<file path="config.mk">
export PLATFORM = sky130hd
export DESIGN_NAME = read_mux
export DESIGN_NICKNAME = d
export VERILOG_FILES = /design/src/design/bus_pkg.sv /design/src/design/read_mux.sv
export SDC_FILE = /design/constraint.sdc
export NUM_CORES = 1
export LEC_CHECK = 0
export BUFFER_PORTS_ARGS = -buffer_cell sky130_fd_sc_hd__buf_2
export CORE_AREA = 3 3 77 79
export DETAILED_ROUTE_END_ITERATION = 8
export DIE_AREA = 0 0 80 82
export PLACE_DENSITY = 0.72
export REMOVE_ABC_BUFFERS = 1
export SLEW_MARGIN = 20
export SYNTH_ARGS = -nofsm -noshare
export SYNTH_HDL_FRONTEND = slang
export SYNTH_SLANG_ARGS = --single-unit
</file>
<file path="constraint.sdc">
create_clock -name vclk -period 2.5
set_input_delay 0.5 -clock vclk [all_inputs]
set_output_delay 0.5 -clock vclk [all_outputs]
set_load 0.02 [all_outputs]
</file>
<file path="src/design/bus_pkg.sv">
package bus_pkg;

    typedef logic [31:0] addr_t;    // byte address
    typedef logic [31:0] data_t;
    typedef logic [3:0]  byte_en_t; // one per byte lane

    // decoded target of a request
    typedef enum logic [2:0] {
        region_ram,
        region_i2c,
        region_time,
        region_timer,
        region_ports,
        region_none
    } region_e;

    // request from the bus master, valid is a one-cycle strobe
    typedef struct packed {
        logic     valid;
        logic     write;
        addr_t    addr;
        data_t    wdata;
        byte_en_t be;
    } bus_req_t;

    // registered request with its region attached
    typedef struct packed {
        bus_req_t req;
        region_e  region;
    } dec_req_t;

    typedef struct packed {
        logic  valid;
        logic  error;
        data_t rdata;
    } bus_rsp_t;

endpackage

</file>
<file path="src/design/read_mux.sv">
`timescale 1ns/1ns

module read_mux
    import bus_pkg::*;
(
    input  dec_req_t rreq,
    input  data_t    ram_rdata,
    input  data_t    timer_rdata,
    input  data_t    io_rdata,
    output bus_rsp_t rsp
);

    logic is_read;

    // writes get no response
    assign is_read = rreq.req.valid && !rreq.req.write;

    always_comb begin
        rsp.valid = is_read;
        rsp.error = is_read && (rreq.region == region_none);

        case (rreq.region)
            region_ram:   rsp.rdata = ram_rdata;
            region_time,
            region_timer: rsp.rdata = timer_rdata;
            region_i2c,
            region_ports: rsp.rdata = io_rdata;
            default:      rsp.rdata = '0; // unmapped
        endcase
    end

endmodule

</file>
==> impl_results.md <==
- ANT cells: 0
- Syn_area_per_cell: ~9.2 µm²
- Req. time, crit path: 2.00 ns
- Sequential cell count: 0
- DIE WIDTH: 80 µm
- Cell family with most CP delay: buffers and inverters
- Std-Cell Rows: 27
- First-pass GRT wire length: 7.29 mm
- Overall routing resource usage: 13.3%
- GR peak layer: met2
- Worst setup SP type: input port
- DR WL/cell: 14.5 µm
- Net Switching: 0.000219 W
- Post-Synthesis Cells: between 150 and 200
- Area taken by flip-flops and latches: 0 µm²
- Clk_buf instances: 0
- Dpl hpwl: around 4.0 mm
- Seq pwr share: 0%
- WP data arrival: 1.78 ns
- Area after DPL: 2100 µm²
- Core Region: 5410 µm²
- Design area: 2100 µm²
- Synth cell types: 12
- Slew Limit Fails: 0
- GR Util met1: 17.1%
- Vias: 1,729
- Global routing met3 resource utilization: 1.75%
- Ports: 203
- WL final: 5.00 mm
- WHS Endpoint: rsp[33]
- Clock power share: 0%
- Sequential fraction of the synthesis area: 0%
- CP most frequent cell: buf_2
- Fmax: 439 MHz
- Sw Share: 54.0%
- Overall Power: 0.000405 W
- M2 GR Usage: 24.9%
- GR Overflow Total: 0
- Initial Util: 26.3%
- PD cells: 193 nW/µm²
- Layout fillers: 570
- DR pass1 iterations: 4
- Synth warnings: 0
- RSZ-0062 raised after global routing: false
- Crit-path cells: buf_2, or2_2, buf_12, o221ai_2, buf_2
- Final Util: around two fifths
- Slew headroom: 74.2%
- Top-area cell type share of the netlist area: 31.7%
- Synth area leader: o221ai_2
- Via density per instance: approximately 5.0
- Area grow syn2layout: 47.8%
- CP Capture Type: output port
- Largest net degree at the start of global routing: 36
- CP max FO: 20
- Setup bufs post-CTS: 0
- Least-Margin Pin Slew: 0.387 ns
- Final ANT Viol Nets: 0
- DRT iter0 DRCs: 54
- Leakage power: 1.01 nW
- Port Buffers: 135
- Worst Hold Class: in -> out
- Critical setup path kind: in -> out
- Area of the die: about 6600 µm²
- Min-delay src: rreq[71]
- Fin Hold WS: ~1.3 ns
- MaxCap Viol Count: 0
- Placer Congestion: 0.704
- CTS resizes: 0
- Fin crit period: 2.28 ns
- Part of the power in combinational logic: 100.0%
- Vias in the first global route: 1,548
- Mapped cell area: 1420 µm²
- CTS hold repair buffers: 0
- Peak VDD IR: 89.5 µV
- Initial antenna violation count: 0
- Slowest stage delay, CP: between 0.4 and 0.5 ns
- Hold Path Depth: 3
- Die Y: just over 80 µm
- Slowest CP cell: or2_2
- Internal: around 0.00019 W
- Top post-synthesis cells by area: o221ai_2, mux2i_1, nand3b_1
- Outcome: completed
- DRC: 0
- CP bufs+invs: 3
- Share of cells above drive strength 1: 63.5%
- Fin crit share: between 90% and 100%
- Final Net Count: 445
- Finish-stage setup viols: 0
- Hold Violations, Final: 0
==> area by class of cell <==
class              instances  area, µm²  share of cell area [%]
repair buffers           142        753                    35.8
well taps                 72       90.1                    4.28
multi-input cells        132       1260                    59.9
==> metal layers <==
| layer | share of wire [%] | vias up | routed length [µm] |
|---|---|---|---|
| met5 | 0 | - | 0 |
| met4 | 0 | 0 | 0 |
| met3 | 8.0 | 0 | 400 |
| met2 | 50 | 79 | 2480 |
| met1 | 42 | 807 | 2120 |
| li1 | - | 843 | - |
==> layout by cell type (no fill, tap or decap) <==
cell,synthesis,layout
nand2b_2,0,1
o221ai_1,2,2
nand2b_1,33,32
or2_2,0,1
o221ai_2,30,30
nor4bb_1,1,1
mux2i_1,32,32
buf_2,3,135
nor2b_1,1,1
buf_4,4,5
buf_12,0,2
nand3b_1,32,32
==> metrics by stage <==
stage	cells	setup WS, ns	TNS, ns
after CTS	346	0.206	0
after global routing	346	0.173	0
after floorplan	132	-0.365	-0.938
after detailed placement	346	0.208	0
final	346	0.221	0
after global placement	346	0.265	0
==> worst max-delay path by stage <==
stage | end | cells past startpoint | slack (ns) | startpoint
5_1_grt | rsp[22] | 5 | 0.17 | rreq[1]
3_3_place_gp | rsp[28] | 5 | 0.27 | rreq[1]
4_1_cts | rsp[22] | 5 | 0.21 | rreq[1]
2_1_floorplan | rsp[32] | 2 | -0.36 | rreq[1]
3_5_place_dp | rsp[22] | 5 | 0.21 | rreq[1]
6_report | rsp[22] | 5 | 0.22 | rreq[1]
==> synthesized netlist by cell type (all sizes together) <==
library cell  instances
mux2i                32
nor2b                 1
buf                  15
nand3b               32
nand2b               33
or2                   1
nor4bb                1
clkbuf                8
o221ai               32
==> logic make-up (layout without fill, tap and decap cells) <==
| logic type | Yosys count | count (layout) | share of synthesized area (%) |
|---|---|---|---|
| buffers and inverters | 23 | 142 | 11.6 |
| and+or+nand+nor | 68 | 68 | 33.0 |
| AOI/OAI and AO/OA | 32 | 32 | 32.9 |
| muxes | 32 | 32 | 22.5 |
==> power by group through the flow <==
stage	sequential (W)	combinational (W)	clock [W]
finish	0	0.000405	0
detailed placement	0	0.000409	0
floorplan	0	0.000216	0
CTS	0	0.000410	0
global route	0	0.000443	0
global placement	0	0.000399	0
Note: power is estimated with default switching activity, not from simulation.
