### config.mk
export PLATFORM = sky130hd
export DESIGN_NAME = timer_block
export DESIGN_NICKNAME = d
export VERILOG_FILES = /design/src/design/periph_pkg.sv /design/src/design/bus_pkg.sv /design/src/design/timer_block.sv
export VERILOG_INCLUDE_DIRS = /design/src /design/src/design
export SDC_FILE = /design/constraint.sdc
export NUM_CORES = 1
export LEC_CHECK = 0
export ABC_AREA = 1
export BUFFER_PORTS_ARGS = -buffer_cell sky130_fd_sc_hd__buf_4
export CAP_MARGIN = 10
export CORE_ASPECT_RATIO = 2
export CORE_MARGIN = 3
export CORE_UTILIZATION = 33
export CTS_CLUSTER_DIAMETER = 200
export CTS_CLUSTER_SIZE = 14
export DETAILED_ROUTE_END_ITERATION = 10
export PLACE_DENSITY = 0.56
export RECOVER_POWER = 100
export SYNTH_ARGS = -nofsm -noshare
export SYNTH_HDL_FRONTEND = slang
export SYNTH_SLANG_ARGS = --single-unit
### constraint.sdc
create_clock -name clk -period 2 [get_ports clk]
set_clock_uncertainty 0.05 [all_clocks]
set_input_delay 0.5 -clock clk [delete_from_list [all_inputs] [get_ports clk]]
set_output_delay 0.5 -clock clk [all_outputs]
set_load 0.02 [all_outputs]
### src/design/soc_config.svh
`ifndef SOC_CONFIG_SVH
`define SOC_CONFIG_SVH

// ----------------------------------------------------------------------------
// region codes, taken from address bits 31..27
// ----------------------------------------------------------------------------
`define SOC_REGION_RAM    5'h02
`define SOC_REGION_I2C    5'h1A
`define SOC_REGION_TIME   5'h1B
`define SOC_REGION_TIMER  5'h1C
`define SOC_REGION_PORTS  5'h1F

// ----------------------------------------------------------------------------
// sizes and rates
// ----------------------------------------------------------------------------
`define SOC_RAM_BITS       8   // word address width
`define SOC_TICKS_PER_US   4   // clk cycles per microsecond, sim value

// log2 of the i2c port count
`define SOC_I2C_PORTS_BITS 1

`endif
### src/design/periph_pkg.sv
`include "soc_config.svh"

package periph_pkg;

    // ------------------------------------------------------------------------
    // pins
    // ------------------------------------------------------------------------

    // bit 4 con, 3 psh, 2 tra, 1 trb, 0 bak
    typedef logic [4:0] button_t;

    // one bit per i2c port
    typedef logic [(1 << `SOC_I2C_PORTS_BITS) - 1:0] i2c_lines_t;

    // ------------------------------------------------------------------------
    // timer values
    // ------------------------------------------------------------------------

    // microseconds, used for the time counter and the countdown
    typedef logic [31:0] usec_t;

endpackage

### src/design/bus_pkg.sv
package bus_pkg;

    typedef logic [31:0] addr_t;    // byte address
    typedef logic [31:0] data_t;
    typedef logic [3:0]  byte_en_t; // one per byte lane

    // decoded target of a request
    typedef enum logic [2:0] {
        region_ram,
        region_i2c,
        region_time,
        region_timer,
        region_ports,
        region_none
    } region_e;

    // request from the bus master, valid is a one-cycle strobe
    typedef struct packed {
        logic     valid;
        logic     write;
        addr_t    addr;
        data_t    wdata;
        byte_en_t be;
    } bus_req_t;

    // registered request with its region attached
    typedef struct packed {
        bus_req_t req;
        region_e  region;
    } dec_req_t;

    typedef struct packed {
        logic  valid;
        logic  error;
        data_t rdata;
    } bus_rsp_t;

endpackage

### src/design/timer_block.sv
`timescale 1ns/1ns
`include "soc_config.svh"

module timer_block
    import bus_pkg::*;
    import periph_pkg::*;
(
    input  logic     clk,
    input  logic     arst_n,
    input  dec_req_t dreq,
    input  logic     irq_ack,
    output data_t    rdata,
    output logic     irq
);

    localparam int unsigned presc_w   = $clog2(`SOC_TICKS_PER_US);
    localparam int unsigned presc_max = `SOC_TICKS_PER_US - 1;

    typedef enum logic [1:0] {idle, counting, fired} timer_state_e;

    timer_state_e         state;
    logic [presc_w - 1:0] presc;
    logic                 tick;     // one cycle per microsecond
    usec_t                time_cnt;
    usec_t                remain;
    usec_t                load_val;
    logic                 load;
    logic                 rd_time;
    logic                 rd_timer;

    assign tick     = (presc == presc_w'(presc_max));
    assign load_val = usec_t'(dreq.req.wdata);
    assign load     = dreq.req.valid && dreq.req.write && (dreq.region == region_timer);
    assign rd_time  = dreq.req.valid && !dreq.req.write && (dreq.region == region_time);
    assign rd_timer = dreq.req.valid && !dreq.req.write && (dreq.region == region_timer);
    assign irq      = (state == fired);

    // ------------------------------------------------------------------------
    // prescaler and microsecond time counter
    // ------------------------------------------------------------------------
    always_ff @(posedge clk or negedge arst_n) begin
        if (!arst_n) begin
            presc    <= '0;
            time_cnt <= '0;
        end else begin
            presc <= tick ? '0 : presc + 1'b1;
            if (tick) time_cnt <= time_cnt + 1'b1;
        end
    end

    // ------------------------------------------------------------------------
    // one-shot countdown, fires on the tick after it reaches zero
    // ------------------------------------------------------------------------
    always_ff @(posedge clk or negedge arst_n) begin
        if (!arst_n) begin
            state  <= idle;
            remain <= '0;
        end else begin
            case (state)
                idle: begin
                    if (load && load_val != '0) begin
                        remain <= load_val;
                        state  <= counting;
                    end
                end
                counting: begin
                    if (load) begin
                        remain <= load_val;
                        if (load_val == '0) state <= idle; // cancel
                    end else if (tick) begin
                        if (remain == '0) state <= fired;
                        else remain <= remain - 1'b1;
                    end
                end
                fired: if (irq_ack) state <= idle; // held until acked
                default: state <= idle;
            endcase
        end
    end

    always_ff @(posedge clk or negedge arst_n) begin
        if (!arst_n) begin
            rdata <= '0;
        end else if (rd_time) begin
            rdata <= time_cnt;
        end else if (rd_timer) begin
            rdata <= remain; // time left
        end
    end

endmodule

==> metrics <==
CTS Buf Count 9; Worst setup EP type flop; critical path, cell by cell nor2_1 > nand3_1 > nor2_2 > nand4_4 > o21ai_4 > buf_4 > nor2_4 > buf_12 > nand2_1 > nand2_1; synth warn 0; max-slew violations 0; maxcap violations 0; CP Launch Point remain[30]; Hold Path Sink presc[0]; run status completed; Synth area leader dfrtp_1; fin util 0.443; Critical path buffers and inverters 2; CP Data Required Time 2.20 ns; R2R Setup Slk 0.08 ns; sequential share of the synthesized area 0.399; design area between 0.008 and 0.009 mm^2; Worst-path clk slew 0.07 ns; die width just over 100 um; Initial Utilization 0.340; final setup vio count 0; r2r worst-path depth 10; crit-path most repeated cell nand2_1; f_max around 0.52 GHz; worst-margin pin slew 1.45 ns; drt pass-1 iters 5; # IOs 109; initial detailed-routing violation count about 190; Hold Path Stages 1; Tot GR Track Use 0.185; reg2reg start remain[30]; # fillers between 1.5k and 2k; area grow syn2layout 30.3%; hold path startpoint presc[0]; post-synthesis register bit count 100; layout cells sized above 1 0.249; Hold Crit Class reg -> reg; die area 0.0208 mm^2; WP data arrival approximately 2.1 ns; H-tree depth 3; ant diodes 0; overall die height 201 um; RSZ-0062 raised after global routing yes; antenna violations before repair 0; Row Count 70; slowest stage delay, CP 0.38 ns; R2R Path End remain[25]; Synth Instances roughly 890; post-route minimum period 1.92 ns; Longest Clk Path Bufs 2; vias in the first global route 6012; NumNets Final around 1.1k; top cell family by delay on the critical path simple AND/OR/NAND/NOR gates; RePlAce Congestion 0.900; Syn Std Cell Area roughly 0.0063 mm^2; Storage cell area 0.00250 mm^2; final hold vios 0; top-area cell type share of the netlist area 0.399; Peak VDD IR 0.846 mV; PwrDens 1250 mW/mm^2; DR vias/cell 4.60; final WL between 15 and 20 mm; Mean Syn Cell Area 7.04 um^2; TritonCTS clock tree built; CTS Root Cell clkbuf_16; multi-input logic area 0.00332 mm^2; placed cell area 0.00772 mm^2; CTS Sinks 100; global route overflow 0; Area contributors post-synth dfrtp_1, nand2_1, nor2_1, inv_1, mux2_2; Distinct cells, synth 36; antenna-violating nets left 0; Tcrit/Tclk final 0.958; clock latency on the worst-skew pair 0.35 ns; crit-path max FO 16; commonest cells after routing, fill and taps aside nand2_1, buf_4, nor2_1, inv_1, dfrtp_1; post-route total power 10.2 mW; Max-slew headroom 0.0323; core area 0.0185 mm^2; average wire per standard cell 14.6 um; commonest non-fill, non-tap cell in the layout nand2_1; Lkg Pwr 4.13 nW; crit path kind reg -> reg; Startpoint Class flop; global-route wire length before repair 30.0 mm; post-DP HPWL 15.0 mm; hold_ws between 0.3 and 0.4 ns; port buffer count 72; slowest CP cell dfrtp_1; Syn Nets between 900 and 1k; DR DRC count 0; pin count of the biggest net entering global routing 40; via count 5985
-- timing repair --
item                                    in CTS  in global routing
endpoints found under the setup margin      32                 43
resized for setup                            2                 20
setup buffers                                1                  4
hold buffers                                 0                  0
cloned                                       1                  0
pin swaps                                    2                  5
-- area by class of cell --
| cell class | count | share of cell area |
|---|---|---|
| timing repair buffer | 166 | 0.160 |
| inverter | 104 | 0.0477 |
| clock inverter | 5 | 0.0102 |
| multi-input combinational | 664 | 0.406 |
| tap | 252 | 0.0385 |
| clock buffer | 11 | 0.0309 |
| sequential | 100 | 0.306 |
-- worst max-delay path by stage --
stage | end | cells past startpoint
floorplan | remain[3] | 11
global placement | remain[24] | 11
detailed placement | remain[19] | 11
CTS | remain[19] | 10
global route | time_cnt[29] | 11
finish | remain[25] | 10
-- cells by family (layout without fill, tap and decap cells) --
kind of cell,after synthesis,count (layout),synth area share
AO/OA/AOI/OAI,68,68,0.0572
multiplexers,32,32,0.0574
flip-flops,100,100,0.399
AND/OR/NAND/NOR,528,529,0.351
buffers and inverters,129,286,0.0851
XOR/XNOR,32,32,0.0446
adder cells (fa/ha/maj),3,3,0.00598
-- power by group --
group	total, mW	internal [mW]	switching, mW	leakage, nW
sequential	2.92	2.58	0.339	1.30
combinational	5.32	2.25	3.06	2.67
clock	1.96	1.17	0.792	0.158
total	10.2	6.00	4.19	4.13
-- flip-flops by register name, summed over array words and instances (netlist names) --
name,cells
time_cnt,32
state,2
remain,32
rdata,32
presc,2
-- metal layers --
| layer | vias up | part of all wire | GRT usage |
|---|---|---|---|
| li1 | 3086 | - | - |
| met3 | 63 | 0.027 | 0.0183 |
| met4 | 0 | 0.066 | 0.128 |
| met1 | 2690 | 0.36 | 0.186 |
| met5 | - | 0 | 0 |
| met2 | 146 | 0.55 | 0.350 |
-- worst reg2reg max path, cell delays in order (launching register included) --
cell	delay (ns)
dfrtp_1	0.38
nor2_1	0.21
nand3_1	0.13
nor2_2	0.17
nand4_4	0.18
o21ai_4	0.19
buf_4	0.17
nor2_4	0.05
buf_12	0.16
nand2_1	0.07
nand2_1	0.05
-- stage by stage --
| step | setup slack [ns] | setup TNS (ns) | cells |
|---|---|---|---|
| global placement | -0.213 | -6.48 | 1280 |
| detailed placement | -0.227 | -6.44 | 1280 |
| floorplan | 0.223 | 0 | 892 |
| CTS | 0.00920 | 0 | 1298 |
| global route | -0.00575 | -0.0180 | 1302 |
| finish | 0.0831 | 0 | 1302 |
-- cell usage after synthesis, drive strengths merged --
master  number
or2         14
dfrtp      100
a21o         1
nand4       11
mux2        32
xor2        30
nor2       123
o21ai       60
clkbuf       9
a21oi        4
o21bai       1
nand3b       1
a31oi        1
o22ai        1
xnor2        2
nand2      318
nor3b        1
inv        104
buf         16
and3         1
nor3        15
nand3       44
ha           3
(Power assumes the default switching activity.)
