[config.mk]
export PLATFORM = sky130hd
export DESIGN_NAME = addr_decode
export DESIGN_NICKNAME = d
export VERILOG_FILES = /design/src/design/bus_pkg.sv /design/src/design/addr_decode.sv
export VERILOG_INCLUDE_DIRS = /design/src /design/src/design
export SDC_FILE = /design/constraint.sdc
export NUM_CORES = 1
export LEC_CHECK = 0
export CORE_MARGIN = 2
export CORE_UTILIZATION = 55
export DETAILED_ROUTE_END_ITERATION = 8
export DONT_BUFFER_PORTS = 1
export GPL_TIMING_DRIVEN = 0
export HOLD_SLACK_MARGIN = 0.02
export PLACE_DENSITY = 0.79
export SETUP_SLACK_MARGIN = 0.05
export SYNTH_ARGS = -nofsm -noshare
export SYNTH_HDL_FRONTEND = slang
export SYNTH_SLANG_ARGS = --single-unit
[constraint.sdc]
create_clock -name clk -period 0.8 [get_ports clk]
set_clock_uncertainty 0.1 [all_clocks]
set_input_delay 0 -clock clk [delete_from_list [all_inputs] [get_ports clk]]
set_output_delay 0 -clock clk [all_outputs]
set_load 0.02 [all_outputs]
[src/design/soc_config.svh]
`ifndef SOC_CONFIG_SVH
`define SOC_CONFIG_SVH

// ----------------------------------------------------------------------------
// region codes, taken from address bits 31..27
// ----------------------------------------------------------------------------
`define SOC_REGION_RAM    5'h02
`define SOC_REGION_I2C    5'h1A
`define SOC_REGION_TIME   5'h1B
`define SOC_REGION_TIMER  5'h1C
`define SOC_REGION_PORTS  5'h1F

// ----------------------------------------------------------------------------
// sizes and rates
// ----------------------------------------------------------------------------
`define SOC_RAM_BITS       8   // word address width
`define SOC_TICKS_PER_US   4   // clk cycles per microsecond, sim value

// log2 of the i2c port count
`define SOC_I2C_PORTS_BITS 1

`endif
[src/design/bus_pkg.sv]
package bus_pkg;

    typedef logic [31:0] addr_t;    // byte address
    typedef logic [31:0] data_t;
    typedef logic [3:0]  byte_en_t; // one per byte lane

    // decoded target of a request
    typedef enum logic [2:0] {
        region_ram,
        region_i2c,
        region_time,
        region_timer,
        region_ports,
        region_none
    } region_e;

    // request from the bus master, valid is a one-cycle strobe
    typedef struct packed {
        logic     valid;
        logic     write;
        addr_t    addr;
        data_t    wdata;
        byte_en_t be;
    } bus_req_t;

    // registered request with its region attached
    typedef struct packed {
        bus_req_t req;
        region_e  region;
    } dec_req_t;

    typedef struct packed {
        logic  valid;
        logic  error;
        data_t rdata;
    } bus_rsp_t;

endpackage

[src/design/addr_decode.sv]
`timescale 1ns/1ns
`include "soc_config.svh"

module addr_decode
    import bus_pkg::*;
(
    input  logic     clk,
    input  logic     arst_n,
    input  bus_req_t req,
    output dec_req_t dreq,
    output dec_req_t rreq
);

    region_e region;

    // region select from the top five address bits
    always_comb begin
        case (req.addr[31:27])
            `SOC_REGION_RAM:   region = region_ram;
            `SOC_REGION_I2C:   region = region_i2c;
            `SOC_REGION_TIME:  region = region_time;
            `SOC_REGION_TIMER: region = region_timer;
            `SOC_REGION_PORTS: region = region_ports;
            default:           region = region_none;
        endcase
    end

    // stage one, seen by the peripherals
    always_ff @(posedge clk or negedge arst_n) begin
        if (!arst_n) begin
            dreq <= '0;
        end else begin
            dreq.req    <= req;
            dreq.region <= region;
        end
    end

    // stage two, tells the result stage what the read words belong to
    always_ff @(posedge clk or negedge arst_n) begin
        if (!arst_n) begin
            rreq <= '0;
        end else begin
            rreq <= dreq;
        end
    end

endmodule

==> impl_metrics.env, run 1 <==
export IMPL_avgSynthCellArea_sq_um=23.8
export IMPL_cts_tree="done"
export IMPL_holdWs_ns=-0.913
export IMPL_place_gp_congestion=0.745
export IMPL_dieHeight_microns=86.2
export IMPL_period_share_pct=134
export IMPL_start_util_pct=57.8
export IMPL_critPathKind="register to output port"
export IMPL_fillers=254
export IMPL_period_needed_ns=1.08
export IMPL_clk_pin_slew_ns=0.07
export IMPL_reg2reg_setup_slack_ns=0.08
export IMPL_area_delta_synth_final_pct=44.8
export IMPL_die_w_microns=86.2
export IMPL_yosys_warnings=0
export IMPL_post_drt_wl_per_cell_microns=27.7
export IMPL_hold_viol=200
export IMPL_setup_ws_ns=-0.276
export IMPL_port_buffers=0
export IMPL_grt_pass1_wl_microns=12800
export IMPL_power_density_mw_per_mm2=3160
export IMPL_final_common_cell="dfrtp_2"
export IMPL_cp_data_arrival_time_ns=0.98
export IMPL_vias_per_cell=5.17
export IMPL_path_max_fanout=2
export IMPL_io_pins=218
export IMPL_place_hpwl_microns=4820
export IMPL_multi_input_area_sq_um=70.1
export IMPL_violations="hold timing, setup timing"
export IMPL_via_count=1751
export IMPL_rsz0062_at_grt="yes"
export IMPL_antenna_left=0
export IMPL_grt_max_degree=147
export IMPL_vdd_drop_max_uv=2480
export IMPL_worst_slew_pin_slew_ns=0.288
export IMPL_outcome="finished, violations left"
export IMPL_cts_root_buf="clkbuf_8"
export IMPL_dr_pass1_iters=4
export IMPL_fin_nets=322
export IMPL_num_rows=29
export IMPL_cp_end_kind="output port"
export IMPL_hp_class="input port to asynchronous set/reset pin"
export IMPL_drtIter0Drc=71
export IMPL_cts_buffers=17
export IMPL_ys_seq_area_share_pct=98.4
export IMPL_ff_latch_area_sq_mm=0.00383
export IMPL_grt_overflow=0
export IMPL_maxCapViolations=0
export IMPL_netlist_instances=156
export IMPL_cp_num_cells=0
export IMPL_synth_seq_cells=146
export IMPL_rr_worst_depth=0
export IMPL_clock_sinks=146
export IMPL_cts_setup_buffers=0
export IMPL_antenna_found_initial=0
export IMPL_r2r_start="dreq[30]$_DFF_PN0_"
export IMPL_synth_area_top_cells="dfrtp_1 98%, and3_1 0.34%, o21ai_0 0.27%, a32oi_1 0.24%, or3b_1 0.24%"
export IMPL_startpoint_type="register"
export IMPL_setup_viol=148
export IMPL_grt_pass1_vias=2024
export IMPL_wl_microns=9400
export IMPL_num_antenna_cells=0
export IMPL_cts_htree_levels=4
export IMPL_die_area_sq_mm=0.00742
export IMPL_slew_headroom_pct=80.8
export IMPL_fmax_ghz=0.930
export IMPL_grt_total_usage_pct=25.3
export IMPL_cp_required_ns=0.70
export IMPL_netlist_area_sq_mm=0.00371
export IMPL_crit_start="dreq[30]$_DFF_PN0_"
export IMPL_cellLeakagePower_nw=2.24
export IMPL_clock_path_buffers=2
export IMPL_route_detailed_drc=0
export IMPL_finalMaxSlewViolations=0
export IMPL_worst_skew_pair_late_latency_ns=0.50
export IMPL_syn_nets=228
export IMPL_core_area_sq_mm=0.00642
export IMPL_drive_gt1_share_pct=66.0
export IMPL_worstSetupEndpoint="dreq[30]"
export IMPL_synth_top_area_cell="dfrtp_1"
export IMPL_final_cell_mix="142 x dfrtp_2, 70 x dlygate4sd3_1, 16 x clkbuf_16, 5 x dlymetal6s4s_1"
export IMPL_timing_rr_end="rreq[30]$_DFF_PN0_"
export IMPL_synth_top_area_share_pct=98.4
export IMPL_synthDistinctLibCells=9
export IMPL_finalSetupTns_ns=-36.39
==> per-layer routing <==
metal  track usage, %  vias up  share of wire [%]
li1                 -      691                  -
met1             27.4      905                 33
met2             40.5      140                 53
met3             14.5       15                 13
met4             11.1        0                2.0
met5                0        -                  0
==> state kept, by name, summed over array words and instances (netlist names) <==
name / flops
dreq: 73
rreq: 73
==> synth_stat cells <==
| master | count |
|---|---|
| or3b_1 | 1 |
| o21ai_0 | 2 |
| nand2_1 | 1 |
| dfrtp_1 | 146 |
| o21ai_1 | 1 |
| a32oi_1 | 1 |
| inv_1 | 1 |
| and3_1 | 2 |
| nor4_1 | 1 |
==> final cells by class <==
cell class,count,share of cell area (%)
repair buffers,75,14.2
multi-input cells,9,1.30
clock buffers,19,8.03
inverters,1,0.0698
well taps,77,1.79
flip-flops and latches,146,71.3
clock inverters,12,3.35
==> cells by family (layout without fill, tap and decap cells) <==
group,count (synthesis),count (layout),synth area share (%)
AND/OR/NAND/NOR,5,5,0.843
buffers and inverters,1,107,0.101
AO/OA/AOI/OAI,4,4,0.640
flip-flops,146,146,98.4
==> power by group <==
group | total (mW) | switching [mW] | leakage (nW) | internal, mW
clock | 8.06 | 2.92 | 0.295 | 5.15
combinational | 0.368 | 0.109 | 0.386 | 0.259
sequential | 8.57 | 0.740 | 1.56 | 7.83
total | 17.0 | 3.77 | 2.24 | 13.2
==> stage by stage <==
step | instances | total power, mW | setup WS, ns | util (%) | cell area [sq um]
2_1_floorplan | 156 | 8.53 | 0.0266 | - | 3710
3_3_place_gp | 233 | 8.62 | 0.0152 | 59.3 | 3810
3_5_place_dp | 233 | 8.64 | -0.0476 | 59.3 | 3810
4_1_cts | 334 | 17.0 | -0.295 | 82.3 | 5280
5_1_grt | 339 | 17.6 | -0.317 | 83.7 | 5380
6_report | 339 | 17.0 | -0.276 | 83.7 | 5380
==> worst min-delay path by stage <==
| stage | slack (ns) | startpoint | end |
|---|---|---|---|
| 5_1_grt | -0.95 | arst_n | rreq[7]$_DFF_PN0_ |
| 4_1_cts | -0.93 | arst_n | dreq[46]$_DFF_PN0_ |
| 3_5_place_dp | -0.39 | arst_n | dreq[48]$_DFF_PN0_ |
| 3_3_place_gp | -0.39 | arst_n | dreq[48]$_DFF_PN0_ |
| 2_1_floorplan | -0.40 | arst_n | dreq[0]$_DFF_PN0_ |
| 6_report | -0.91 | arst_n | dreq[51]$_DFF_PN0_ |
==> repair_timing <==
action / CTS / global route
endpoints found under the hold margin: 219 / 219
hold buffers: 70 / 5
pin swaps: 0 / 1
resized for setup: 129 / 20
endpoints found under the setup margin: 147 / 149
(Power assumes the default switching activity.)
==> inputs of run 2 (changes only) <==
Settings changed: CELL_PAD_IN_SITES_DETAIL_PLACEMENT from default to 0, CELL_PAD_IN_SITES_GLOBAL_PLACEMENT from default to 1, CORE_UTILIZATION 55 to 47, PLACE_DENSITY 0.79 to 0.83.
==> run 2 against run 1 <==
The flow still finishes with violations (hold timing, setup timing). Wire length fell by 9.6%. Clock power fell by 8.7%. First-iteration DRC count rose by 23%. Register-to-register slack barely moved. Critical path depth rose by 4. Worst setup slack got worse by 0.14 ns. Cell area fell by 0.70%. Via count rose by 2.3%. Global-route usage fell by 5.8 points. Count of clock-buffer cells in the layout fell by 1. Core utilization fell by 14 points. Critical path type is now input port to register. Highest routed layer unchanged.
==> impl_metrics.env, run 2 (synthesis gave the netlist of run 1 again) <==
export IMPL_hp_class="input port to asynchronous set/reset pin"
export IMPL_cts_tree="done"
export IMPL_cp_data_arrival_time_ns=1.48
export IMPL_grt_pass1_wl_microns=11800
export IMPL_finalMaxSlewViolations=0
export IMPL_rr_worst_depth=0
export IMPL_cellLeakagePower_nw=2.20
export IMPL_multi_input_area_sq_um=68.8
export IMPL_vdd_drop_max_uv=1840
export IMPL_wl_microns=8500
export IMPL_grt_pass1_vias=1957
export IMPL_setup_viol=149
export IMPL_cts_root_buf="clkbuf_8"
export IMPL_drive_gt1_share_pct=66.0
export IMPL_via_count=1792
export IMPL_dr_pass1_iters=4
export IMPL_antenna_found_initial=0
export IMPL_path_max_fanout=5
export IMPL_num_antenna_cells=0
export IMPL_worst_slew_pin_slew_ns=0.374
export IMPL_startpoint_type="input port"
export IMPL_grt_max_degree=147
export IMPL_vias_per_cell=4.92
export IMPL_cp_required_ns=1.06
export IMPL_num_rows=32
export IMPL_setup_ws_ns=-0.416
export IMPL_hold_viol=209
export IMPL_cts_htree_levels=4
export IMPL_io_pins=218
export IMPL_cts_buffers=17
export IMPL_met3_usage_pct=9.60
export IMPL_critPathKind="input port to register"
export IMPL_ff_latch_area_sq_mm=0.00383
export IMPL_route_detailed_drc=0
export IMPL_maxCapViolations=0
export IMPL_dp_cells=258
export IMPL_grt_overflow=0
export IMPL_post_drt_wl_per_cell_microns=23.4
export IMPL_clk_pin_slew_ns=0.07
export IMPL_period_share_pct=152
export IMPL_die_w_microns=92.9
export IMPL_port_buffers=0
export IMPL_fillers=448
export IMPL_grt_total_usage_pct=19.5
export IMPL_cp_end_kind="register"
export IMPL_post_layout_nonfiller_instances=364
export IMPL_cts_setup_buffers=0
export IMPL_violations="hold timing, setup timing"
export IMPL_power_density_mw_per_mm2=3050
export IMPL_worst_skew_pair_late_latency_ns=0.50
export IMPL_rsz0062_at_grt="yes"
export IMPL_dieHeight_microns=92.9
export IMPL_fmax_ghz=0.823
export IMPL_period_needed_ns=1.22
export IMPL_antenna_left=0
export IMPL_slew_headroom_pct=74.9
export IMPL_area_delta_synth_final_pct=43.8
export IMPL_clock_sinks=146
export IMPL_final_cell_mix="140 x dfrtp_2, 70 x dlygate4sd3_1, 16 x clkbuf_16, 7 x inv_6, 6 x dfrtp_1"
export IMPL_finalSetupTns_ns=-36.75
export IMPL_place_gp_congestion=0.710
export IMPL_gr_usage_met2_pct=34.0
export IMPL_outcome="finished, violations left"
export IMPL_core_area_sq_mm=0.00769
export IMPL_start_util_pct=48.3
export IMPL_drtIter0Drc=87
export IMPL_place_hpwl_microns=4950
export IMPL_die_area_sq_mm=0.00863
export IMPL_fin_nets=321
export IMPL_final_common_cell="dfrtp_2"
export IMPL_holdWs_ns=-0.909
export IMPL_grtUsageMet1_pct=19.3
export IMPL_final_core_util_pct=69.4
export IMPL_reg_top3="dreq x73, rreq x73"
export IMPL_clock_path_buffers=2
export IMPL_grt_busiest_layer="met2"
-- run 2: worst paths after layout --
kind	startpoint	slack, ns	end
max in group asynchronous	arst_n	1.34	rreq[60]$_DFF_PN0_
max reg2reg	dreq[16]$_DFF_PN0_	0.08	rreq[16]$_DFF_PN0_
min reg2reg	dreq[37]$_DFF_PN0_	0.36	rreq[37]$_DFF_PN0_
min in group clk	req[65]	-0.06	dreq[2]$_DFF_PN0_
min	arst_n	-0.91	rreq[37]$_DFF_PN0_
max	req[66]	-0.42	dreq[0]$_DFF_PN0_
-- run 2: timing repair --
item,in CTS,in global routing
pin swaps,0,1
endpoints found under the hold margin,219,218
hold buffers,70,4
gates resized for setup,124,23
endpoints found under the setup margin,148,149
-- run 2: per-layer routing --
| layer | vias to the layer above | wire length [microns] |
|---|---|---|
| met5 | - | 0 |
| met4 | 0 | 144 |
| met3 | 11 | 891 |
| met2 | 132 | 4810 |
| met1 | 956 | 2650 |
| li1 | 693 | - |
-- run 2: critical path, stage by stage --
cell and delay [ns]:
dlymetal6s4s_1 0.24, dlygate4sd3_1 0.66, nor4_2 0.44, o21ai_1 0.14
-- run 2: per-stage QoR --
step / area (sq um) / power [mW] / setup WS [ns]
finish: 5340 / 16.3 / -0.416
global route: 5340 / 16.9 / -0.441
CTS: 5260 / 16.3 / -0.300
detailed placement: 3840 / 8.64 / -0.0654
global placement: 3840 / 8.62 / 0.00251
floorplan: 3710 / 8.53 / 0.0266
-- run 2: where the power goes --
part / switching, mW / leakage (nW) / total, mW / internal [mW]
clock network: 3.13 / 0.268 / 7.36 / 4.23
logic: 0.0923 / 0.374 / 0.347 / 0.254
registers: 0.733 / 1.56 / 8.56 / 7.83
-- run 2: area by class of cell --
type | count | share of cell area (%)
clock buffers | 18 | 7.83
clock inverters | 14 | 2.65
inverters | 1 | 0.0703
multi-input cells | 9 | 1.29
flip-flops and latches | 146 | 71.7
well taps | 102 | 2.39
repair buffers | 74 | 14.1
