**src/design/soc_config.svh**
```systemverilog
`ifndef SOC_CONFIG_SVH
`define SOC_CONFIG_SVH

// ----------------------------------------------------------------------------
// region codes, taken from address bits 31..27
// ----------------------------------------------------------------------------
`define SOC_REGION_RAM    5'h02
`define SOC_REGION_I2C    5'h1A
`define SOC_REGION_TIME   5'h1B
`define SOC_REGION_TIMER  5'h1C
`define SOC_REGION_PORTS  5'h1F

// ----------------------------------------------------------------------------
// sizes and rates
// ----------------------------------------------------------------------------
`define SOC_RAM_BITS       8   // word address width
`define SOC_TICKS_PER_US   4   // clk cycles per microsecond, sim value

// log2 of the i2c port count
`define SOC_I2C_PORTS_BITS 1

`endif
```
**src/design/periph_pkg.sv**
```systemverilog
`include "soc_config.svh"

package periph_pkg;

    // ------------------------------------------------------------------------
    // pins
    // ------------------------------------------------------------------------

    // bit 4 con, 3 psh, 2 tra, 1 trb, 0 bak
    typedef logic [4:0] button_t;

    // one bit per i2c port
    typedef logic [(1 << `SOC_I2C_PORTS_BITS) - 1:0] i2c_lines_t;

    // ------------------------------------------------------------------------
    // timer values
    // ------------------------------------------------------------------------

    // microseconds, used for the time counter and the countdown
    typedef logic [31:0] usec_t;

endpackage

```
**src/design/bus_pkg.sv**
```systemverilog
package bus_pkg;

    typedef logic [31:0] addr_t;    // byte address
    typedef logic [31:0] data_t;
    typedef logic [3:0]  byte_en_t; // one per byte lane

    // decoded target of a request
    typedef enum logic [2:0] {
        region_ram,
        region_i2c,
        region_time,
        region_timer,
        region_ports,
        region_none
    } region_e;

    // request from the bus master, valid is a one-cycle strobe
    typedef struct packed {
        logic     valid;
        logic     write;
        addr_t    addr;
        data_t    wdata;
        byte_en_t be;
    } bus_req_t;

    // registered request with its region attached
    typedef struct packed {
        bus_req_t req;
        region_e  region;
    } dec_req_t;

    typedef struct packed {
        logic  valid;
        logic  error;
        data_t rdata;
    } bus_rsp_t;

endpackage

```
**src/design/port_io.sv**
```systemverilog
`timescale 1ns/1ns
`include "soc_config.svh"

module port_io
    import bus_pkg::*;
    import periph_pkg::*;
(
    input  logic       clk,
    input  logic       arst_n,
    input  dec_req_t   dreq,
    input  button_t    buttons,
    input  i2c_lines_t scl_in,
    input  i2c_lines_t sda_in,
    output i2c_lines_t scl_oe,
    output i2c_lines_t sda_oe,
    output logic       led,
    output data_t      rdata
);

    i2c_lines_t                      scl_r;
    i2c_lines_t                      sda_r;
    logic [`SOC_I2C_PORTS_BITS - 1:0] port;
    logic                            ports_sel;
    logic                            i2c_sel;

    assign port      = dreq.req.addr[`SOC_I2C_PORTS_BITS - 1:0];
    assign ports_sel = dreq.req.valid && (dreq.region == region_ports);
    assign i2c_sel   = dreq.req.valid && (dreq.region == region_i2c);

    // open drain, a 0 in the register pulls the line low
    assign scl_oe = ~scl_r;
    assign sda_oe = ~sda_r;

    // ------------------------------------------------------------------------
    // led and i2c line registers
    // ------------------------------------------------------------------------
    always_ff @(posedge clk or negedge arst_n) begin
        if (!arst_n) begin
            led   <= 1'b0;
            scl_r <= '1; // released
            sda_r <= '1;
        end else if (dreq.req.write && dreq.req.be[0]) begin
            if (ports_sel) led <= dreq.req.wdata[0];
            if (i2c_sel) begin
                scl_r[port] <= dreq.req.wdata[1];
                sda_r[port] <= dreq.req.wdata[0];
            end
        end
    end

    // sampled inputs
    always_ff @(posedge clk or negedge arst_n) begin
        if (!arst_n) begin
            rdata <= '0;
        end else if (!dreq.req.write) begin
            if (ports_sel) rdata <= {27'b0, buttons};
            else if (i2c_sel) rdata <= {30'b0, scl_in[port], sda_in[port]};
        end
    end

endmodule

```
**config.mk**
```make
export PLATFORM = sky130hd
export DESIGN_NAME = port_io
export DESIGN_NICKNAME = d
export VERILOG_FILES = /design/src/design/periph_pkg.sv /design/src/design/bus_pkg.sv /design/src/design/port_io.sv
export VERILOG_INCLUDE_DIRS = /design/src /design/src/design
export SDC_FILE = /design/constraint.sdc
export NUM_CORES = 1
export LEC_CHECK = 0
export BUFFER_PORTS_ARGS = -buffer_cell sky130_fd_sc_hd__buf_2
export CAP_MARGIN = 0
export CELL_PAD_IN_SITES_DETAIL_PLACEMENT = 1
export CELL_PAD_IN_SITES_GLOBAL_PLACEMENT = 1
export CORE_MARGIN = 2
export CORE_UTILIZATION = 19
export CTS_BUF_LIST = sky130_fd_sc_hd__clkbuf_16
export CTS_CLUSTER_DIAMETER = 120
export CTS_CLUSTER_SIZE = 16
export DETAILED_ROUTE_END_ITERATION = 6
export MAX_ROUTING_LAYER = met4
export PLACE_DENSITY_LB_ADDON = 0.1
export SYNTH_ARGS = -nofsm -noshare
export SYNTH_HDL_FRONTEND = slang
export SYNTH_SLANG_ARGS = --single-unit
```
**constraint.sdc**
```tcl
create_clock -name clk -period 1.35 [get_ports clk]
set_input_delay 0.27 -clock clk [delete_from_list [all_inputs] [get_ports clk]]
set_output_delay 0.27 -clock clk [all_outputs]
set_load 0.005 [all_outputs]
```
==> results.md, run 1 <==
* PnR worst setup slack at roughly 140 ps
* Max-cap viol count at 0
* CP Launch Type: input pin
* Hold_buf cts at 1
* Crit path cell chain: buf_2 -> and4bb_4 -> mux2_4 -> mux2_2
* Final hold vios at 0
* Yosys top cell by area: buf_4
* CTS resizes at 0
* Vias in the first global route at roughly 550
* WL per Instance at roughly 11 um
* FFs w/ async S/R, synth at 100%
* LEAKAGE at approximately 0.50 nW
* Core Region at 3970 sq um
* Post-Syn Instances at 76
* Post-synth EDFFs at 0
* GPL Wtd Cong at roughly 0.63
* Pwr dens at between 1000 and 1500 nW/um^2
* Status: finished clean
* Worst-Skew Late Latency at 230 ps
* Max Buffers Root-to-Sink at 2
* HP Class: input pin to flip-flop
* I/O Buffers at 29
* CTS tree: done
* Vias after detailed routing at around 590
* Hold slack at roughly 270 ps
* Layout cells sized above 1 at about half
* Largest net degree at the start of global routing at 11
* Crit path required time at 1470 ps
* Root Driver: clkbuf_16
* DRC Markers at 0
* Synth Register Bits at 10
* Die area at approximately 4600 sq um
* Die Wd at 68.1 um
* CTS Buf Count at 3
* Tcrit/Tclk final at about nine tenths
* Antenna violations before repair at 0
* Max FO, Critical Path at 4
* Top_reg_cell synth: dfrtp_1
* Worst EP arrival at between 1000 and 1500 ps
* Post-Place Setup Slack at -112 ps
* Max Freq at 0.828 GHz
* RSZ-0062 raised after global routing: false
* Cell variety after synth at 21
* YS warnings at 0
* H-tree depth at 1
* Final antenna-violating net count at 0
* GRT Total Usage at under 10%
* Drt total wl at ~1.7 mm
* # rows at 23
* Max-slew violations at 0
* Crit. End Element: flip-flop
* CTS Sinks at 10
* Post-CTS Setup Bufs at 0
* Setup CP Type: input pin to flip-flop
* Critical-path top delay cell: and4bb_4
* Ant diodes at 0
* Initial Utilization at 19.7%
* Syn Std Cell Area at about 780 sq um
* Area Growth Syn to Fin at 29.3%
* VDD IR max at about 0.00027 V
* Utilization after layout at roughly 25%
* Share of the synthesized area in the top cell type at a little over a quarter
* Clock skew at 0 ps
* DP HPWL at roughly 1.5 mm
* Via density at between 3 and 4
* TritonRoute pass-1 iters at 2
* Nets at between 150 and 200
* Vert. Die Dim at slightly below 70 um
* Avg Cell Area, Syn at 10.3 sq um
* Register area share after synthesis at 32.7%
* Iter 0 DRT Violations at 4
* Critical path's largest stage delay at 360 ps
* Min Tclk post-route at approximately 1200 ps
* Worst-path clk slew at around 40 ps
* Largest cells by area after synthesis: buf_4, dfrtp_1, dfstp_2
* Global-route wire length before repair at approximately 2.6 mm
* # setup viols final at 0
* Top Ports at between 100 and 150
* Grt ovf at 0
==> flip-flops by register name, summed over array words and instances, names as in the netlist <==
name / cells
rdata: 5
led: 1
scl_r: 2
sda_r: 2
==> cell usage in the layout (no fill, tap or decap) <==
cell	count
a31oi_1	3
nor4bb_4	1
mux2_4	2
and4b_1	1
dfstp_2	4
clkbuf_16	3
inv_1	5
dlygate4sd3_1	1
o21ai_0	6
dfrtp_1	6
or3b_2	1
nor3b_1	1
mux2_1	1
nand4_1	1
buf_2	29
conb_1	27
nand3_1	1
nand2_1	1
and4bb_4	1
nor2b_1	3
buf_4	6
xor2_1	1
and2_1	1
mux2_2	8
==> worst max-delay path: cells and delay by family <==
kind | cells | cell delay [ps]
buf+inv | 1 | 130
mux | 2 | 560
simple gates | 1 | 360
==> power breakdown <==
part           leakage, nW  switching, W  total [W]  internal (W)
Combinational        0.346      0.000114   0.000254      0.000140
Sequential           0.110     0.0000327   0.000404      0.000371
Clock               0.0423      0.000140   0.000528      0.000388
Total                0.499      0.000287    0.00119      0.000900
==> kinds of logic after synthesis <==
group / Yosys count / synth area share (%)
other cells: 1 / 0.480
simple gates: 12 / 13.8
flops: 10 / 32.7
xor+xnor: 1 / 1.12
mux: 11 / 16.8
buf+inv: 32 / 28.8
compound gates: 9 / 6.25
==> cell usage after synthesis (2+ instances only) <==
master,instances
dfstp_2,4
buf_4,28
inv_1,4
mux2_2,8
dfrtp_1,6
mux2_4,2
o21ai_0,6
nor2b_1,3
a31oi_1,3
==> area by class of cell <==
| class | instances | area, sq um |
|---|---|---|
| fillers | 495 | 2960 |
| inverters | 4 | 15.0 |
| clock buffers | 3 | 75.1 |
| multi-input cells | 60 | 398 |
| clock inverters | 1 | 3.75 |
| repair buffers | 36 | 200 |
| well taps | 50 | 62.6 |
| flip-flops and latches | 10 | 255 |
==> final timing paths <==
check                         start  cells after the start  slack [ps]       end
hold / removal              dreq[8]                      2         270  scl_r[1]
setup / recovery            dreq[1]                      4         140  rdata[0]
max in group asynchronous    arst_n                      2         630  scl_r[1]
min in group asynchronous    arst_n                      2         450  rdata[2]
setup reg to reg           rdata[4]                      3         490  rdata[4]
hold reg to reg                 led                      1         500       led
==> through the flow <==
step	setup TNS (ps)	total power (W)	area, sq um	instances
after CTS	0	0.00121	1010	164
after global routing	0	0.00127	1010	164
after detailed placement	-335	0.000667	921	159
final	0	0.00119	1010	164
after global placement	-307	0.000657	921	159
after floorplan	0	0.000585	878	102
==> per-layer routing <==
layer	vias to the layer above	track usage [%]	share of wire, %
met5	-	-	0
met4	0	3.75	0.46
met3	2	1.64	9.1
met2	41	10.9	43
met1	262	10.7	48
li1	280	-	-
Power figures use the tool's default switching activity.
==> inputs of run 2 (changes only) <==
==> constraint.sdc (replaced) <==
create_clock -name clk -period 1.35 [get_ports clk]
set_input_delay 0.2025 -clock clk [delete_from_list [all_inputs] [get_ports clk]]
set_output_delay 0.2025 -clock clk [all_outputs]
set_load 0.005 [all_outputs]
==> run 2 against run 1 <==
Net effect: worst setup slack improved by 73 ps; maximum frequency rose by 6.4%; worst hold slack worse by 74 ps; sequential share of layout area grew 0.38 points; non-clock buffer count decreased by 2; wire length increased by 2.1%; combinational power about the same; critical path type unchanged.
==> results.md, run 2 (same netlist as run 1, synthesis figures left out) <==
* Clk pwr share at approximately 45%
* Worst-Skew Late Latency at about 230 ps
* Core Region at a little under 4000 sq um
* Worst-path clk slew at ~40 ps
* Tcrit/Tclk final at 84.1%
* GPL Wtd Cong at between 0.6 and 0.7
* HP Class: input pin to flip-flop
* Via density at between 3 and 4
* Largest net degree at the start of global routing at 11
* I/O Buffers at 29
* Net Switching at 0.000286 W
* GRT Total Usage at 8.23%
* TritonRoute pass-1 iters at 2
* Sw Ratio at 24.2%
* Nets at slightly below 200
* Vias in the first global route at 559
* Design Power at between 0.001 and 0.0015 W
* # setup viols final at 0
* Max Freq at just under 0.9 GHz
* Top Ports at between 100 and 150
* LEAKAGE at 0.485 nW
* Die Wd at about 70 um
* # rows at 23
* Antenna violations before repair at 0
* VDD IR max at between 0.0003 and 0.0004 V
* Max Buffers Root-to-Sink at 2
* CP Launch Type: input pin
* Max FO, Critical Path at 4
* Setup CP Type: input pin to flip-flop
* DRC Markers at 0
* Worst setup path startpoint: dreq[1]
* Top reg by flops: rdata
* DP HPWL at around 1.5 mm
* Status: finished clean
* Int Power at 0.000896 W
* Final hold vios at 0
* PnR worst setup slack at 215 ps
* CTS Sinks at 10
* Vias after detailed routing at 597
* CTS resizes at 0
* Commonest non-fill, non-tap cell in the layout: buf_2
* Clock skew at 0 ps
* Crit path required time at approximately 1500 ps
* Grt ovf at 0
* Reg2Reg Depth at 3
* Worst EP arrival at 1250 ps
* Global-route wire length before repair at between 2 and 3 mm
* Max-cap viol count at 0
* Reg power frac at between 30% and 40%
* Worst hold path endpoint: scl_r[1]
* Layout cells sized above 1 at a little under half
* Hold Crit Depth at 2
* Crit. End Element: flip-flop
* Initial Utilization at 19.7%
* Worst R2R End: rdata[2]
* Post-Place Setup Slack at -41.0 ps
* Area Growth Syn to Fin at 27.4%
* Pwr dens at 1190 nW/um^2
* WL per Instance at 10.9 um
* Vert. Die Dim at between 60 and 70 um
* Max-slew violations at 0
* CTS tree: done
* Most frequent cells in the layout: buf_2, conb_1, mux2_2, o21ai_0, dfrtp_1
* Die area at between 4000 and 5000 sq um
* Comb pwr share at about a fifth
* RSZ-0062 raised after global routing: false
* Largest register FFs at 5
* Ant diodes at 0
* Final antenna-violating net count at 0
* Min Tclk post-route at around 1100 ps
* Drt total wl at 1.77 mm
* Reg2reg setup slack at about 500 ps
* Root Driver: clkbuf_16
* H-tree depth at 1
* Reg2reg start: rdata[2]
* Biggest regs: rdata x5, scl_r x2, sda_r x2
* Worst Min Path Start: dreq[8]
* Iter 0 DRT Violations at 4
* CTS Buf Count at 3
==> run 2: changes by cell type in the layout (fill, tap and decap cells not counted) <==
cell / before / now
buf_4: 6 / 4
clkinv_1: 0 / 1
inv_1: 5 / 4
==> run 2: stage by stage <==
| stage | std cells | area, sq um | TNS (ps) | hold slack (ps) | utilization, % |
|---|---|---|---|---|---|
| finish | 162 | 995 | 0 | 197 | 25.0 |
| global route | 162 | 995 | 0 | 200 | 25.0 |
| CTS | 162 | 995 | 0 | 198 | 25.0 |
| detailed placement | 157 | 906 | -76.5 | 88.9 | 22.8 |
| global placement | 157 | 906 | -61.6 | 83.7 | 22.8 |
| floorplan | 102 | 878 | 0 | -93.1 | - |
==> run 2: repair_timing <==
item,CTS,global route
hold buffers,1,0
buffers inserted,0,0
hold endpoints to repair,6,0
==> run 2: layout make-up <==
| type | count | area [sq um] |
|---|---|---|
| tap | 50 | 62.6 |
| inverter | 4 | 15.0 |
| multi-input combinational | 60 | 398 |
| fill | 484 | 2980 |
| clock buffer | 3 | 75.1 |
| clock inverter | 1 | 3.75 |
| sequential | 10 | 255 |
| timing repair buffer | 34 | 185 |
==> run 2: how the worst max path moves through the flow <==
stage	to	slack [ps]
final	rdata[1]	220
after global routing	scl_oe[1]	190
after CTS	rdata[1]	210
after detailed placement	rdata[0]	-40
after global placement	rdata[1]	-30
after floorplan	rdata[0]	80
==> run 2: critical path, stage by stage <==
cell      delay, ps
buf_2           130
and4bb_4        360
mux2_4          300
mux2_2          250
==> run 2: power by group through the flow <==
stage | Clock, W | Combinational [W] | Sequential (W)
after floorplan | 0 | 0.000179 | 0.000406
after global placement | 0 | 0.000246 | 0.000407
after detailed placement | 0 | 0.000254 | 0.000407
after CTS | 0.000547 | 0.000258 | 0.000405
after global routing | 0.000568 | 0.000286 | 0.000414
final | 0.000527 | 0.000253 | 0.000402
==> run 2: per-layer routing <==
| layer | share of wire (%) | vias up | GRT usage [%] |
|---|---|---|---|
| li1 | - | 278 | - |
| met1 | 43 | 276 | 10.0 |
| met2 | 46 | 41 | 11.7 |
| met3 | 9.6 | 2 | 3.13 |
| met4 | 1.5 | 0 | 4.50 |
| met5 | 0 | - | - |
==> inputs of run 3 (changes only) <==
--- a/config.mk
+++ b/config.mk
@@ -6,12 +6,13 @@
 export SDC_FILE = /design/constraint.sdc
 export NUM_CORES = 1
 export LEC_CHECK = 0
+export ABC_AREA = 1
 export BUFFER_PORTS_ARGS = -buffer_cell sky130_fd_sc_hd__buf_2
 export CAP_MARGIN = 0
 export CELL_PAD_IN_SITES_DETAIL_PLACEMENT = 1
 export CELL_PAD_IN_SITES_GLOBAL_PLACEMENT = 1
 export CORE_MARGIN = 2
-export CORE_UTILIZATION = 19
+export CORE_UTILIZATION = 17
 export CTS_BUF_LIST = sky130_fd_sc_hd__clkbuf_16
 export CTS_CLUSTER_DIAMETER = 120
 export CTS_CLUSTER_SIZE = 16
==> constraint.sdc (replaced) <==
create_clock -name clk -period 1.1 [get_ports clk]
set_input_delay 0.165 -clock clk [delete_from_list [all_inputs] [get_ports clk]]
set_output_delay 0.165 -clock clk [all_outputs]
set_load 0.005 [all_outputs]
==> run 3 against run 2 <==
Net effect: die area is 13% higher; final cell count is 17% higher; worst setup slack worse by 180 ps; largest power group unchanged; highest routed layer unchanged.
==> results.md, run 3 <==
* GRT Total Usage at roughly 8%
* Final-layout fill cell count at 540
* # rows at 24
* YS warnings at 0
* DRC Markers at 0
* Worst R2R End: sda_r[1]
* GPL Wtd Cong at between 0.6 and 0.7
* H-tree depth at 1
* Biggest regs: rdata x5, scl_r x2, sda_r x2
* Critical-path top delay cell: dfstp_2
* WL per Instance at 10.1 um
* Via density at between 3 and 4
* Top Ports at approximately 120
* Largest cells by area after synthesis: buf_4, dfrtp_1, nand2_1
* HP Class: input pin to flip-flop
* Commonest non-fill, non-tap cell in the layout: nand2_1
* Min Tclk post-route at approximately 1100 ps
* Largest net degree at the start of global routing at 11
* Pwr dens at approximately 1400 nW/um^2
* Antenna violations before repair at 0
* Share of the synthesized area in the top cell type at roughly a quarter
* Crit. End Element: output pin
* RSZ-0062 raised after global routing: true
* Yosys top cell by area: buf_4
* CTS Buf Count at 3
* Crit path required time at 940 ps
* Max-slew violations at 0
* Setup CP Type: flip-flop to output pin
* Worst EP arrival at around 900 ps
* Top cells by count, synth: nand2_1, buf_4, inv_1, nand3_1, dfrtp_1
* Max FO, Critical Path at 2
* Max-cap viol count at 0
* Reg2reg start: sda_r[1]
* Tcrit/Tclk final at between 90 and 100%
* Layout cells sized above 1 at 34.1%
* Die Wd at slightly above 70 um
* Most frequent cells in the layout: nand2_1, buf_2, conb_1, nand3_1, inv_1
* Syn Std Cell Area at approximately 800 sq um
* Worst-Skew Late Latency at 240 ps
* Top reg by flops: rdata
* Hold Crit Depth at 3
* Top_reg_cell synth: dfrtp_1
* VDD IR max at between 0.0004 and 0.0005 V
* Register area share after synthesis at between 30 and 40%
* Critical path's largest stage delay at ~530 ps
* CTS Sinks at 10
* Drt total wl at 1.91 mm
* Nets at roughly 220
* Vias in the first global route at about 640
* Vert. Die Dim at 72.3 um
* CP Launch Type: flip-flop
* Worst hold path endpoint: rdata[4]
* Grt ovf at 0
* Global-route wire length before repair at roughly 3.0 mm
* Iter 0 DRT Violations at 17
* Ant diodes at 0
* TritonRoute pass-1 iters at 3
* I/O Buffers at 29
* Worst Min Path Start: buttons[4]
* DP HPWL at roughly 1.6 mm
* FFs w/ async S/R, synth at between 90% and 100%
* Status: finished clean
* Vias after detailed routing at 652
* CTS tree: done
* LEAKAGE at 0.560 nW
* Crit path cell chain: inv_2 -> buf_2
* Root Driver: clkbuf_16
* Area Growth Syn to Fin at 24.4%
* # setup viols final at 0
* Core Region at 4410 sq um
* Max Freq at between 0.9 and 1 GHz
* Cell variety after synth at 14
* Final hold vios at 0
* Post-synth EDFFs at 0
* Initial Utilization at ~18%
* Largest register FFs at 5
* Synth Register Bits at 10
* Design Power at around 0.0014 W
* Reg2reg setup slack at roughly 400 ps
* Avg Cell Area, Syn at about 7.6 sq um
* Worst-path clk slew at 40 ps
* Max Buffers Root-to-Sink at 2
* Post-Syn Instances at between 100 and 150
* Total negative slack at 0 ps
* Final antenna-violating net count at 0
* Die area at 5230 sq um
* Most numerous cell in the Yosys netlist: nand2_1
* Clock skew at 0 ps
* Reg2Reg Depth at 2
run 3: what timing repair did:
item | in CTS | in global routing
gates resized for setup | 0 | 2
setup endpoints to repair | 0 | 2
endpoints found under the hold margin | 6 | 0
setup buffers | 0 | 0
hold buffers | 1 | 0
run 3: layer usage:
layer / part of all wire, % / track usage (%) / vias to the layer above
li1: - / - / 339
met1: 44 / 9.26 / 277
met2: 45 / 12.5 / 34
met3: 9.9 / 3.47 / 2
met4: 0.31 / 1.89 / 0
met5: 0 / - / -
run 3: logic make-up (layout without fill, tap and decap cells):
kind of cell | after synthesis | in the layout | synth area share (%)
compound gates | 1 | 1 | 0.630
simple gates | 54 | 54 | 35.5
buf+inv | 39 | 46 | 31.2
flops | 10 | 10 | 32.2
other cells | 1 | 27 | 0.473
run 3: per-stage QoR:
step / hold WS, ps / cell area (sq um) / utilization, % / worst slack [ps] / instances
global route: 139 / 987 / 22.4 / -3.49 / 190
CTS: 131 / 987 / 22.4 / 18.0 / 190
finish: 132 / 987 / 22.4 / 33.1 / 190
global placement: 50.4 / 898 / 20.4 / 155 / 185
detailed placement: 54.7 / 898 / 20.4 / 130 / 185
floorplan: -131 / 891 / - / 360 / 131
run 3: worst max-delay path: cells and delay by family (launching register included):
family,cells,cell delay (ps)
DFF,1,530
buffers and inverters,2,140
run 3: how the worst max path moves through the flow:
stage	slack [ps]	start	to
detailed placement	130	dreq[72]	rdata[1]
floorplan	360	dreq[2]	rdata[0]
global route	-3	sda_r[1]	sda_oe[1]
global placement	160	dreq[2]	rdata[1]
finish	30	sda_r[1]	sda_oe[1]
CTS	20	sda_r[1]	sda_oe[1]
run 3: cell type report:
type / count / area, sq um / share of cell area [%]
clock buffer: 3 / 75.1 / 7.60
clock inverter: 1 / 3.75 / 0.380
inverter: 12 / 45.0 / 4.56
multi-input combinational: 82 / 388 / 39.3
sequential: 10 / 255 / 25.9
tap: 52 / 65.1 / 6.59
timing repair buffer: 30 / 155 / 15.7
run 3: report_power, final:
part | leakage (nW) | switching [W] | internal [W]
Combinational | 0.402 | 0.000155 | 0.000111
Sequential | 0.120 | 0.0000342 | 0.000444
Clock | 0.0385 | 0.000172 | 0.000477
Total | 0.560 | 0.000361 | 0.00103
